===== src/source/spi_bus_pkg.sv =====
`default_nettype none

package spi_bus_pkg;

    //////////////////////////////////////////////////////////////////////
    // serial side word
    //////////////////////////////////////////////////////////////////////

    localparam int unsigned spi_word_w = 8;  // bits per transfer

    // line usage, fixed for a whole frame
    typedef enum logic {
        mode_single = 1'b0,  // mosi in, miso out
        mode_dual   = 1'b1   // both lines, half duplex
    } spi_mode_e;

    //////////////////////////////////////////////////////////////////////
    // byte level traffic between serdes and decoder
    //////////////////////////////////////////////////////////////////////

    // received byte, stb is a one cycle pulse
    typedef struct packed {
        logic                  stb;  // byte complete
        logic [spi_word_w-1:0] dat;  // received byte, msb first on the wire
    } spi_req_t;

    // next byte to shift out
    typedef struct packed {
        logic                  dir;  // 1 - drive data lines
        logic [spi_word_w-1:0] dat;  // byte to send
    } spi_rsp_t;

endpackage: spi_bus_pkg

`default_nettype wire


===== src/source/spi_cmd_pkg.sv =====
`default_nettype none

package spi_cmd_pkg;

    import spi_bus_pkg::*;

    localparam int unsigned spi_adr_w = 6;  // address field of command byte

    // opcode, bit 0 write, bit 1 address increment
    typedef enum logic [1:0] {
        op_read      = 2'b00,
        op_write     = 2'b01,
        op_read_inc  = 2'b10,
        op_write_inc = 2'b11
    } spi_op_e;

    // first byte of every frame
    typedef struct packed {
        spi_op_e              op;   // bits 7:6
        logic [spi_adr_w-1:0] adr;  // start register
    } spi_cmd_t;

    // where the decoder is within a frame
    typedef enum logic [2:0] {
        ph_cmd    = 3'd0,  // waiting for command byte
        ph_turn   = 3'd1,  // turnaround byte of a read
        ph_read   = 3'd2,  // read data bytes
        ph_write  = 3'd3,  // write data bytes
        ph_ignore = 3'd4   // out of range read, send zeros
    } dec_phase_e;

    // one register access
    typedef struct packed {
        logic                  wen;
        logic                  ren;
        logic [spi_adr_w-1:0]  adr;
        logic [spi_word_w-1:0] wdt;
    } spi_acc_t;

endpackage: spi_cmd_pkg

`default_nettype wire


===== src/source/spi_serdes.sv =====
`timescale 1ns/1ps
`default_nettype none

module spi_serdes import spi_bus_pkg::*; (
    input  logic       spi_sclk,  // mode 0 serial clock
    input  logic       spi_ss_n,  // select and async reset
    input  spi_mode_e  cfg_mod,   // single or dual
    input  logic [1:0] spi_io_i,  // {miso, mosi} in
    output logic [1:0] spi_io_o,  // {miso, mosi} out
    output logic [1:0] spi_io_e,  // {miso, mosi} enable
    output spi_req_t   req,       // received byte + strobe
    input  spi_rsp_t   rsp        // next byte to send
);

    localparam int unsigned cnt_w = $clog2(spi_word_w);

    logic [cnt_w-1:0]      bit_cnt;   // bits taken in this byte
    logic                  byte_end;  // edge capturing last bit
    logic [spi_word_w-1:0] sft;       // shift register
    logic [spi_word_w-1:0] sft_nxt;   // shifted value incl. new bits
    logic                  dir;       // latched line direction
    logic                  req_stb;
    logic [spi_word_w-1:0] req_dat;
    logic [1:0]            out_q;     // falling edge line driver
    logic                  oen_q;     // falling edge enable, dual mode

    //////////////////////////////////////////////////////////////////////
    // rising edge sampling and shifting
    //////////////////////////////////////////////////////////////////////

    always_comb begin
        if (cfg_mod == mode_dual) begin
            byte_end = (bit_cnt == cnt_w'(spi_word_w - 2));
            sft_nxt  = {sft[spi_word_w-3:0], spi_io_i[1:0]};  // io[1] is msb
        end else begin
            byte_end = (bit_cnt == cnt_w'(spi_word_w - 1));
            sft_nxt  = {sft[spi_word_w-2:0], spi_io_i[0]};    // mosi only
        end
    end

    always_ff @(posedge spi_sclk, negedge spi_ss_n) begin
        if (!spi_ss_n) begin
            bit_cnt <= '0;
            sft     <= '0;
            dir     <= 1'b0;
            req_stb <= 1'b0;
        end else begin
            bit_cnt <= bit_cnt + ((cfg_mod == mode_dual) ? cnt_w'(2) : cnt_w'(1));
            req_stb <= byte_end;  // one cycle pulse
            if (byte_end) begin
                sft <= rsp.dat;   // next outgoing byte
                dir <= rsp.dir;
            end else begin
                sft <= sft_nxt;
            end
        end
    end

    // byte holds until the next byte end
    always_ff @(posedge spi_sclk) begin
        if (byte_end) req_dat <= sft_nxt;
    end

    assign req = '{stb: req_stb, dat: req_dat};

    //////////////////////////////////////////////////////////////////////
    // falling edge line drivers
    //////////////////////////////////////////////////////////////////////

    always_ff @(negedge spi_sclk, negedge spi_ss_n) begin
        if (!spi_ss_n) begin
            out_q <= 2'b00;
            oen_q <= 1'b0;
        end else begin
            if (cfg_mod == mode_dual) out_q <= sft[spi_word_w-1 -: 2];
            else                      out_q <= {sft[spi_word_w-1], 1'b0};
            oen_q <= dir;  // turn lines half a cycle after the load
        end
    end

    assign spi_io_o = out_q;
    // miso always driven in single mode
    assign spi_io_e = (cfg_mod == mode_dual) ? {2{oen_q}} : 2'b10;

    // mosi is never driven against the master in single mode
    a_single_en: assert property (@(posedge spi_sclk) disable iff (!spi_ss_n)
        (cfg_mod == mode_single) |-> (spi_io_e != 2'b11));

endmodule: spi_serdes

`default_nettype wire


===== src/source/spi_cmd_decode.sv =====
`timescale 1ns/1ps
`default_nettype none

module spi_cmd_decode import spi_bus_pkg::*; import spi_cmd_pkg::*; #(
    parameter int unsigned REG_NUM = 16  // power of two, 4..64
)(
    input  logic       spi_sclk,
    input  logic       spi_ss_n,
    input  spi_req_t   req,    // byte strobe from serdes
    output spi_acc_t   acc,    // register access
    output dec_phase_e phase   // frame position
);

    spi_cmd_t             cmd;      // strobed byte seen as command
    spi_op_e              op_q;     // opcode of this frame
    spi_op_e              cur_op;
    logic [spi_adr_w-1:0] adr_q;    // next access address
    logic [spi_adr_w-1:0] cur_adr;  // address for this strobe
    logic                 cur_ok;   // address within the bank
    logic                 acc_wen;
    logic                 acc_ren;
    logic [spi_adr_w-1:0] acc_adr;
    logic [spi_word_w-1:0] acc_wdt;

    // next address, wraps modulo REG_NUM for inc opcodes
    function automatic logic [spi_adr_w-1:0] step(
        input logic [spi_adr_w-1:0] adr,
        input spi_op_e              op
    );
        logic [spi_adr_w-1:0] nxt;
        nxt = (adr + spi_adr_w'(1)) & spi_adr_w'(REG_NUM - 1);
        return ((op == op_read_inc) || (op == op_write_inc)) ? nxt : adr;
    endfunction

    assign cmd     = spi_cmd_t'(req.dat);
    assign cur_op  = (phase == ph_cmd) ? cmd.op  : op_q;
    assign cur_adr = (phase == ph_cmd) ? cmd.adr : adr_q;
    assign cur_ok  = (cur_adr < REG_NUM);

    //////////////////////////////////////////////////////////////////////
    // phase machine
    //////////////////////////////////////////////////////////////////////

    always_ff @(posedge spi_sclk, negedge spi_ss_n) begin
        if (!spi_ss_n) begin
            phase   <= ph_cmd;
            op_q    <= op_read;
            adr_q   <= '0;
            acc_wen <= 1'b0;
            acc_ren <= 1'b0;
        end else begin
            acc_wen <= 1'b0;  // single cycle accesses
            acc_ren <= 1'b0;
            if (req.stb) begin
                case (phase)
                    ph_cmd: begin
                        op_q  <= cmd.op;
                        adr_q <= cmd.adr;
                        if ((cmd.op == op_write) || (cmd.op == op_write_inc)) begin
                            phase <= ph_write;  // range checked per byte
                        end else if (cur_ok) begin
                            phase   <= ph_turn;
                            acc_ren <= 1'b1;    // first read leaves in byte 2
                            adr_q   <= step(cur_adr, cur_op);
                        end else begin
                            phase <= ph_ignore;
                        end
                    end
                    ph_turn, ph_read: begin
                        phase   <= ph_read;
                        acc_ren <= 1'b1;        // prefetch two bytes ahead
                        adr_q   <= step(cur_adr, cur_op);
                    end
                    ph_write: begin
                        if (cur_ok) begin       // bad start address never steps
                            acc_wen <= 1'b1;
                            adr_q   <= step(cur_adr, cur_op);
                        end
                    end
                    default: ;                  // ignore until deselect
                endcase
            end
        end
    end

    always_ff @(posedge spi_sclk) begin
        if (req.stb) begin
            acc_adr <= cur_adr;
            acc_wdt <= req.dat;
        end
    end

    assign acc = '{wen: acc_wen, ren: acc_ren, adr: acc_adr, wdt: acc_wdt};

    a_acc_excl: assert property (@(posedge spi_sclk) disable iff (!spi_ss_n)
        !(acc.wen && acc.ren));

endmodule: spi_cmd_decode

`default_nettype wire


===== src/source/spi_reg_execute.sv =====
`timescale 1ns/1ps
`default_nettype none

module spi_reg_execute import spi_bus_pkg::*; import spi_cmd_pkg::*; #(
    parameter int unsigned REG_NUM = 16  // power of two, 4..64
)(
    input  logic                  spi_sclk,
    input  spi_acc_t              acc,  // decoded access
    output logic [spi_word_w-1:0] rdt   // read data, combinational
);

    localparam int unsigned adr_w = $clog2(REG_NUM);

    //////////////////////////////////////////////////////////////////////
    // register bank
    //////////////////////////////////////////////////////////////////////

    logic [spi_word_w-1:0] mem [REG_NUM];  // survives deselect
    logic [adr_w-1:0]      idx;            // bank index

    assign idx = acc.adr[adr_w-1:0];

    // write on strobe
    always_ff @(posedge spi_sclk) begin
        if (acc.wen) begin
            mem[idx] <= acc.wdt;
        end
    end

    // async read, sampled by the response block on acc.ren
    assign rdt = mem[idx];

    // decoder drops out of range writes
    a_wr_range: assert property (@(posedge spi_sclk)
        acc.wen |-> (acc.adr < REG_NUM));

endmodule: spi_reg_execute

`default_nettype wire


===== src/source/spi_rsp_result.sv =====
`timescale 1ns/1ps
`default_nettype none

module spi_rsp_result import spi_bus_pkg::*; import spi_cmd_pkg::*; (
    input  logic                  spi_sclk,
    input  logic                  spi_ss_n,
    input  spi_acc_t              acc,    // access from decoder
    input  dec_phase_e            phase,  // frame position
    input  logic [spi_word_w-1:0] rdt,    // bank read data
    output spi_rsp_t              rsp     // next byte for serdes
);

    logic                  rsp_dir;
    logic [spi_word_w-1:0] rsp_dat;
    logic                  idle;  // no read traffic in this phase

    assign idle = (phase == ph_cmd) || (phase == ph_write);

    //////////////////////////////////////////////////////////////////////
    // response register, one edge after the access
    //////////////////////////////////////////////////////////////////////

    always_ff @(posedge spi_sclk, negedge spi_ss_n) begin
        if (!spi_ss_n) begin
            rsp_dir <= 1'b0;
        end else begin
            if (acc.ren)                 rsp_dir <= 1'b1;
            else if (phase == ph_ignore) rsp_dir <= 1'b1;  // bytes past turnaround
            else if (idle)               rsp_dir <= 1'b0;
            // turn/read hold between accesses
        end
    end

    always_ff @(posedge spi_sclk) begin
        if (acc.ren) begin
            rsp_dat <= rdt;
        end else if (idle || (phase == ph_ignore)) begin
            rsp_dat <= '0;  // zeros when nothing is read
        end
    end

    assign rsp = '{dir: rsp_dir, dat: rsp_dat};

    // lines only turn around inside a read frame
    a_dir_phase: assert property (@(posedge spi_sclk) disable iff (!spi_ss_n)
        rsp.dir |-> (phase inside {ph_turn, ph_read, ph_ignore}));

endmodule: spi_rsp_result

`default_nettype wire


===== src/source/spi_reg_slave.sv =====
`timescale 1ns/1ps
`default_nettype none

module spi_reg_slave import spi_bus_pkg::*; import spi_cmd_pkg::*; #(
    parameter int unsigned REG_NUM = 16  // register count, power of two
)(
    input  logic       spi_sclk,
    input  logic       spi_ss_n,
    input  spi_mode_e  cfg_mod,   // steady for a frame
    input  logic [1:0] spi_io_i,  // {miso, mosi}
    output logic [1:0] spi_io_o,
    output logic [1:0] spi_io_e
);

    spi_req_t              req;    // serdes -> decoder
    spi_acc_t              acc;    // decoder -> bank, response
    dec_phase_e            phase;  // decoder -> response
    logic [spi_word_w-1:0] rdt;    // bank -> response
    spi_rsp_t              rsp;    // response -> serdes

    //////////////////////////////////////////////////////////////////////
    // byte pipeline
    //////////////////////////////////////////////////////////////////////

    spi_serdes serdes_inst (
        .spi_sclk (spi_sclk),
        .spi_ss_n (spi_ss_n),
        .cfg_mod  (cfg_mod),
        .spi_io_i (spi_io_i),
        .spi_io_o (spi_io_o),
        .spi_io_e (spi_io_e),
        .req      (req),
        .rsp      (rsp)
    );

    spi_cmd_decode #(.REG_NUM(REG_NUM)) decode_inst (
        .spi_sclk (spi_sclk),
        .spi_ss_n (spi_ss_n),
        .req      (req),
        .acc      (acc),
        .phase    (phase)
    );

    spi_reg_execute #(.REG_NUM(REG_NUM)) execute_inst (
        .spi_sclk (spi_sclk),
        .acc      (acc),
        .rdt      (rdt)
    );

    spi_rsp_result result_inst (
        .spi_sclk (spi_sclk),
        .spi_ss_n (spi_ss_n),
        .acc      (acc),
        .phase    (phase),
        .rdt      (rdt),
        .rsp      (rsp)
    );

endmodule: spi_reg_slave

`default_nettype wire


===== config.mk =====
export PLATFORM = sky130hd
export DESIGN_NAME = spi_reg_slave
export DESIGN_NICKNAME = d
export VERILOG_FILES = /design/src/source/spi_bus_pkg.sv /design/src/source/spi_cmd_pkg.sv /design/src/source/spi_serdes.sv /design/src/source/spi_cmd_decode.sv /design/src/source/spi_reg_execute.sv /design/src/source/spi_rsp_result.sv /design/src/source/spi_reg_slave.sv
export SDC_FILE = /design/constraint.sdc
export NUM_CORES = 1
export LEC_CHECK = 0
export BUFFER_PORTS_ARGS = -buffer_cell sky130_fd_sc_hd__buf_2
export CORE_ASPECT_RATIO = 1.75
export CORE_MARGIN = 8
export CORE_UTILIZATION = 67
export DETAILED_ROUTE_END_ITERATION = 16
export GPL_TIMING_DRIVEN = 0
export PLACE_DENSITY = 0.84
export SYNTH_ARGS = -nofsm -noshare
export SYNTH_HDL_FRONTEND = slang
export SYNTH_SLANG_ARGS = --single-unit

===== constraint.sdc =====
create_clock -name spi_sclk -period 3.3 [get_ports spi_sclk]
set_input_delay 0.99 -clock spi_sclk [delete_from_list [all_inputs] [get_ports spi_sclk]]
set_output_delay 0.99 -clock spi_sclk [all_outputs]
set_load 0.02 [all_outputs]

==> metrics, run 1 <==
status finished, violations left; failing checks setup timing; Iter 0 DRT Violations roughly 280; post-cts resize count 9; clock-pin slew on the worst setup and hold paths around 70 ps; TritonCTS clock tree done; critical path's slowest cell dfrtn_1; FF/Latch Area roughly 0.0055 mm2; fin nets 435; vias about 3.8k; PwrDens ~900 mW/mm2; fillers slightly below 600; Rows roughly 50; total grt overflow 0; Mapped Cells 401; CP max stage delay around 410 ps; Tot Pwr 7290 uW; routed length per instance 26.5 um; Avg Cell Area, Syn 18.7 um2; DIE AREA ~0.015 mm2; required time worst endpoint 2310 ps; Arr. time, crit path between 2000 and 3000 ps; Synth top area share 62.4%; Syn Nets between 400 and 500; post-cts hold buffer count 0; Seq cells post-synth 189; number of clock buffers inserted by TritonCTS 17; GRT Util Overall between 20 and 25%; commonest cells after routing, fill and taps aside edfxtp_1, mux4_2, nand2_1, dfrtp_1, nor2_1; Critical Setup Path Class reg2out; Fin Clk Skew 26.1 ps; vias in the first global route around 4k; Core Area between 0.01 and 0.015 mm2; CP Launch Type register; clk_lat worst skew 430 ps; CTS root buffer clkbuf_16; chip width 96.0 um; async set-or-reset flop fraction in the synthesized netlist around 15%; Seq/Total Area, Yosys 73.1%; number of flops mapped to enable cells by yosys ~160; Mapped Area 0.00751 mm2; area leader, netlist edfxtp_1; GPL Wtd Cong around 0.86; CP bufs+invs 1; Yosys cell types 50; dpl hpwl between 10000 and 15000 um; antenna violations before repair 0; first-pass GRT wire length ~24000 um; Crit. End Element output port; hold crit path type reg2reg; drt drc 0; Max-Cap Viols 0; Starting Density approximately two thirds; RSZ-0062 raised after global routing true; total routed wirelength about 15000 um; Fin. Hold Viols 0; # clock sinks between 150 and 200; final core utilization 75.5%; htree depth 4; Area contributors post-synth edfxtp_1, mux4_2, dfrtp_1; leakage power about 0.0029 uW; P&R area growth vs syn 10.9%; Non-Filler Instances roughly 570; synth warn 0; first-pass detailed-route iteration total 5; largest net degree at the start of global routing 30; Die Y ~160 um; Worst Slack Setup Final -406 ps; CP delay by family, top flip-flops; layout cells sized above 1 around a quarter; post-CTS setup buffers 0; port bufs 8; most common cell after layout, fill and taps aside edfxtp_1; final setup fails 4; CP Max Fanout 2; number of primary I/O pins 9; Inserted Diodes 0; Max Buffers Root-to-Sink 2; Top FF cell, synth edfxtp_1; Vias/cell about 6.6; final slew viol count 0; area of the multi-input gates 0.00189 mm2; worst slew pin tran approximately 1200 ps; worst-path cell chain and2_4 > buf_6; dpl cells 541; maximum VDD drop approximately 700 uV; Routed Antenna Nets 0; Rel. slew slack between 10% and 20%
-- power by group --
part	total [uW]	switching (uW)	leakage [uW]	internal (uW)
Clock	2000	935	0.000293	1060
Combinational	1840	923	0.000754	922
Sequential	3450	381	0.00181	3070
-- cell usage after synthesis (3+ instances only) --
cell and instances:
a21oi_1 5, dfrtp_1 26, nand2b_1 4, o21ai_0 7, buf_6 7, dfxtp_1 4
mux2_2 19, edfxtp_1 156, nor3_1 8, nor2_1 24, buf_1 4, nand2_1 26
mux4_2 40, nand3b_1 3, and2_1 10, nand3_1 4, dfrtn_1 3, clkbuf_1 4
inv_1 5
-- cell families after synthesis --
logic type,count (synthesis),synth area share (%)
xor gates and xnor gates,2,0.233
adders and majority gates,2,0.433
buffers and inverters,21,1.77
and+or+nand+nor,93,6.38
DFF,189,73.1
muxes,59,14.8
AOI/OAI and AO/OA,35,3.26
-- metal layers --
| layer | track usage [%] | part of all wire, % | up-vias |
|---|---|---|---|
| li1 | - | - | 1647 |
| met1 | 24.8 | 35 | 1931 |
| met2 | 39.5 | 56 | 168 |
| met3 | 4.34 | 5.9 | 32 |
| met4 | 11.1 | 3.5 | 0 |
| met5 | 0 | 0 | - |
-- tightest hold or removal path, delay by kind of cell (launching register included) --
family        cells  cell delay (ps)
flops             1              330
simple gates      2              100
-- sequential cells by signal, summed over array words and instances, names as in the netlist, named ones only --
register,count
decode_inst.acc_wdt,8
decode_inst.adr_q,6
serdes_inst.dir,1
serdes_inst.oen_q,1
serdes_inst.spi_io_o,2
result_inst.rsp_dir,1
decode_inst.acc_adr,4
decode_inst.acc_wen,1
decode_inst.acc_ren,1
serdes_inst.sft,8
serdes_inst.req_dat,8
serdes_inst.bit_cnt,3
result_inst.rsp_dat,8
serdes_inst.req_stb,1
decode_inst.phase,3
execute_inst.mem,128
-- stage by stage --
| stage | hold WS (ps) | worst slack (ps) | TNS [ps] | area (um2) |
|---|---|---|---|---|
| after CTS | 447 | -416 | -1360 | 8330 |
| after global placement | 432 | -38.2 | -38.2 | 7720 |
| final | 455 | -406 | -1320 | 8330 |
| after global routing | 468 | -432 | -1430 | 8330 |
| after floorplan | 415 | 64.4 | 0 | 7510 |
| after detailed placement | 431 | -46.4 | -73.0 | 7720 |
-- layout make-up --
class	instances	share of cell area, %
multi-input combinational	191	22.7
clock buffer	19	5.57
timing repair buffer	8	0.781
clock inverter	13	1.44
buffer	16	1.37
sequential	189	65.9
tap	132	1.98
inverter	5	0.225
-- path summary, 6_finish.rpt --
kind,from,end,slack [ps],cells past startpoint
min in group asynchronous,spi_ss_n,decode_inst.adr_q[3],590,1
setup / recovery,serdes_inst.oen_q,spi_io_e[0],-410,2
hold / removal,result_inst.rsp_dat[0],serdes_inst.sft[0],460,2
setup reg to reg,decode_inst.acc_adr[0],execute_inst.mem[0][4],900,2
max in group asynchronous,spi_ss_n,serdes_inst.spi_io_o[1],680,1
hold reg to reg,result_inst.rsp_dat[0],serdes_inst.sft[0],460,2
Power figures use the tool's default switching activity.
==> run 2, diff against run 1 <==
--- a/config.mk
+++ b/config.mk
@@ -8,10 +8,11 @@
 export BUFFER_PORTS_ARGS = -buffer_cell sky130_fd_sc_hd__buf_2
 export CORE_ASPECT_RATIO = 1.75
 export CORE_MARGIN = 8
-export CORE_UTILIZATION = 67
+export CORE_UTILIZATION = 52
 export DETAILED_ROUTE_END_ITERATION = 16
 export GPL_TIMING_DRIVEN = 0
-export PLACE_DENSITY = 0.84
+export PLACE_DENSITY = 0.68
+export SLEW_MARGIN = 20
 export SYNTH_ARGS = -nofsm -noshare
 export SYNTH_HDL_FRONTEND = slang
 export SYNTH_SLANG_ARGS = --single-unit
==> constraint.sdc (replaced) <==
create_clock -name spi_sclk -period 4.16 [get_ports spi_sclk]
set_input_delay 1.248 -clock spi_sclk [delete_from_list [all_inputs] [get_ports spi_sclk]]
set_output_delay 1.248 -clock spi_sclk [all_outputs]
set_load 0.02 [all_outputs]
==> metrics, run 2 (synthesis results as in run 1) <==
Arr. time, crit path 3120 ps (+400 ps); CP Max Fanout 2 (unchanged); maximum VDD drop 309 uV (-55%); routed length per instance 23.8 um (-10%); PwrDens 695 mW/mm2 (-21%); Core Area 0.0142 mm2 (+29%); Fin. Hold Viols 0 (unchanged); final setup fails 4 (unchanged); Vias/cell 6.00 (-9.0%); DIE AREA 0.0187 mm2 (+25%); CTS root buffer clkbuf_16; status finished, violations left; antenna violations before repair 0 (unchanged); Fin Clk Skew 28.0 ps (+1.92 ps); Max Buffers Root-to-Sink 2 (unchanged); reg2reg setup slack 1370 ps (+470 ps); clk_lat worst skew 430 ps (about the same); failing checks setup timing; Net Sw Frac 29.6% (-1.1 points); total grt overflow 0 (unchanged); Routed Antenna Nets 0 (unchanged); vias 3719 (-1.6%); Rows 58 (+14%); chip width 107 um (+11%); fin nets 435 (unchanged); Clock Power Share 28.7% (+1.3 points); TritonCTS clock tree done; Die Y 175 um (+12%); port bufs 8 (unchanged); dpl hpwl 10300 um (+3.1%); layout cells sized above 1 26.8% (+0.29 points); Rel. slew slack 42.6% (+26 points); first-pass GRT wire length 23500 um (-0.87%); Worst Slack Setup Final -208 ps (+198 ps); Starting Density 52.8% (-15 points); drt drc 0 (unchanged); Non-Filler Instances 620 (+8.2%); GPL Wtd Cong 0.823 (-4.6%); number of clock buffers inserted by TritonCTS 17 (unchanged); Crit. End Element output port; register share of total power 46.6% (-0.7 points); commonest cells after routing, fill and taps aside edfxtp_1, mux4_2, nand2_1, dfrtp_1, nor2_1; clock-pin slew on the worst setup and hold paths 70 ps (about the same); hold crit path type reg2reg; number of primary I/O pins 9 (unchanged); dpl cells 589 (+8.9%); vias in the first global route 3966 (+1.0%); Tot Pwr 5870 uW (-20%); worst slew pin tran 858 ps (-391 ps); required time worst endpoint 2910 ps (+600 ps); P&R area growth vs syn 12.3%; Top reg by flops execute_inst.mem; sw power 1740 uW (-22%); Pint 4130 uW (-18%); total routed wirelength 14700 um (-2.9%); Comb power frac 24.6% (-0.7 points); # clock sinks 189 (unchanged); final slew viol count 0 (unchanged); leakage power 0.00286 uW (+0.33%); post-cts hold buffer count 0 (unchanged); Iter 0 DRT Violations 267 (-3.3%); Inserted Diodes 0 (unchanged); largest net degree at the start of global routing 30 (unchanged); WHS 461 ps (+5.48 ps); first-pass detailed-route iteration total 4 (-1); Largest register FFs 128 (unchanged); RSZ-0062 raised after global routing true; CP Launch Type register; final core utilization 59.3% (-16 points); Max-Cap Viols 0 (unchanged); htree depth 4 (unchanged); Critical Setup Path Class reg2out; GRT Util Overall 17.3% (-5.2 points); most common cell after layout, fill and taps aside edfxtp_1
-- run 2: cell type report --
type	instances	area [um2]
Fill cell	1054	5790
Timing Repair Buffer	8	65.1
Clock inverter	13	183
Multi-Input combinational cell	191	1910
Sequential cell	189	5490
Inverter	5	18.8
Tap cell	180	225
Clock buffer	18	429
Buffer	16	114
-- run 2: layer usage --
layer / vias to the layer above / global-route usage [%] / wire [um]
met5: - / 0 / 0
li1: 1642 / - / -
met3: 30 / 3.76 / 465
met2: 83 / 30.9 / 8430
met4: 0 / 9.09 / 556
met1: 1964 / 18.2 / 5280
-- run 2: worst max-delay path, cell delays in order, from the launching register on --
cell	delay, ps
dfrtn_1	390
and2_4	140
buf_6	110
-- run 2: repair_timing --
item	in CTS	in global routing
setup endpoints to repair	4	4
buffers inserted	0	0
endpoints found under the hold margin	0	0
pin swaps	0	0
gates resized for setup	9	0
cloned	0	0
-- run 2: per-stage QoR --
step | TNS (ps) | instance area [um2] | setup slack (ps)
6_report | -579 | 8440 | -208
5_1_grt | -708 | 8440 | -240
4_1_cts | -641 | 8440 | -224
3_5_place_dp | 0 | 7800 | 107
3_3_place_gp | 0 | 7780 | 103
2_1_floorplan | 0 | 7510 | 236
-- run 2: final timing paths --
path | startpoint | end | cells after the start
min reg2reg | result_inst.rsp_dat[0] | serdes_inst.sft[0] | 2
min in group asynchronous | spi_ss_n | decode_inst.adr_q[1] | 1
max reg2reg | serdes_inst.sft[6] | serdes_inst.spi_io_o[0] | 1
max in group asynchronous | spi_ss_n | serdes_inst.oen_q | 1
max | serdes_inst.oen_q | spi_io_e[0] | 2
min | result_inst.rsp_dat[0] | serdes_inst.sft[0] | 2
-- run 2: power by group through the flow --
stage                     logic [uW]  registers (uW)  clock network [uW]
after floorplan                 1100            2640                   0
after global placement          1430            2750                   0
after detailed placement        1460            2770                   0
after CTS                       1480            2740                1710
after global routing            1570            2780                1780
final                           1450            2740                1690
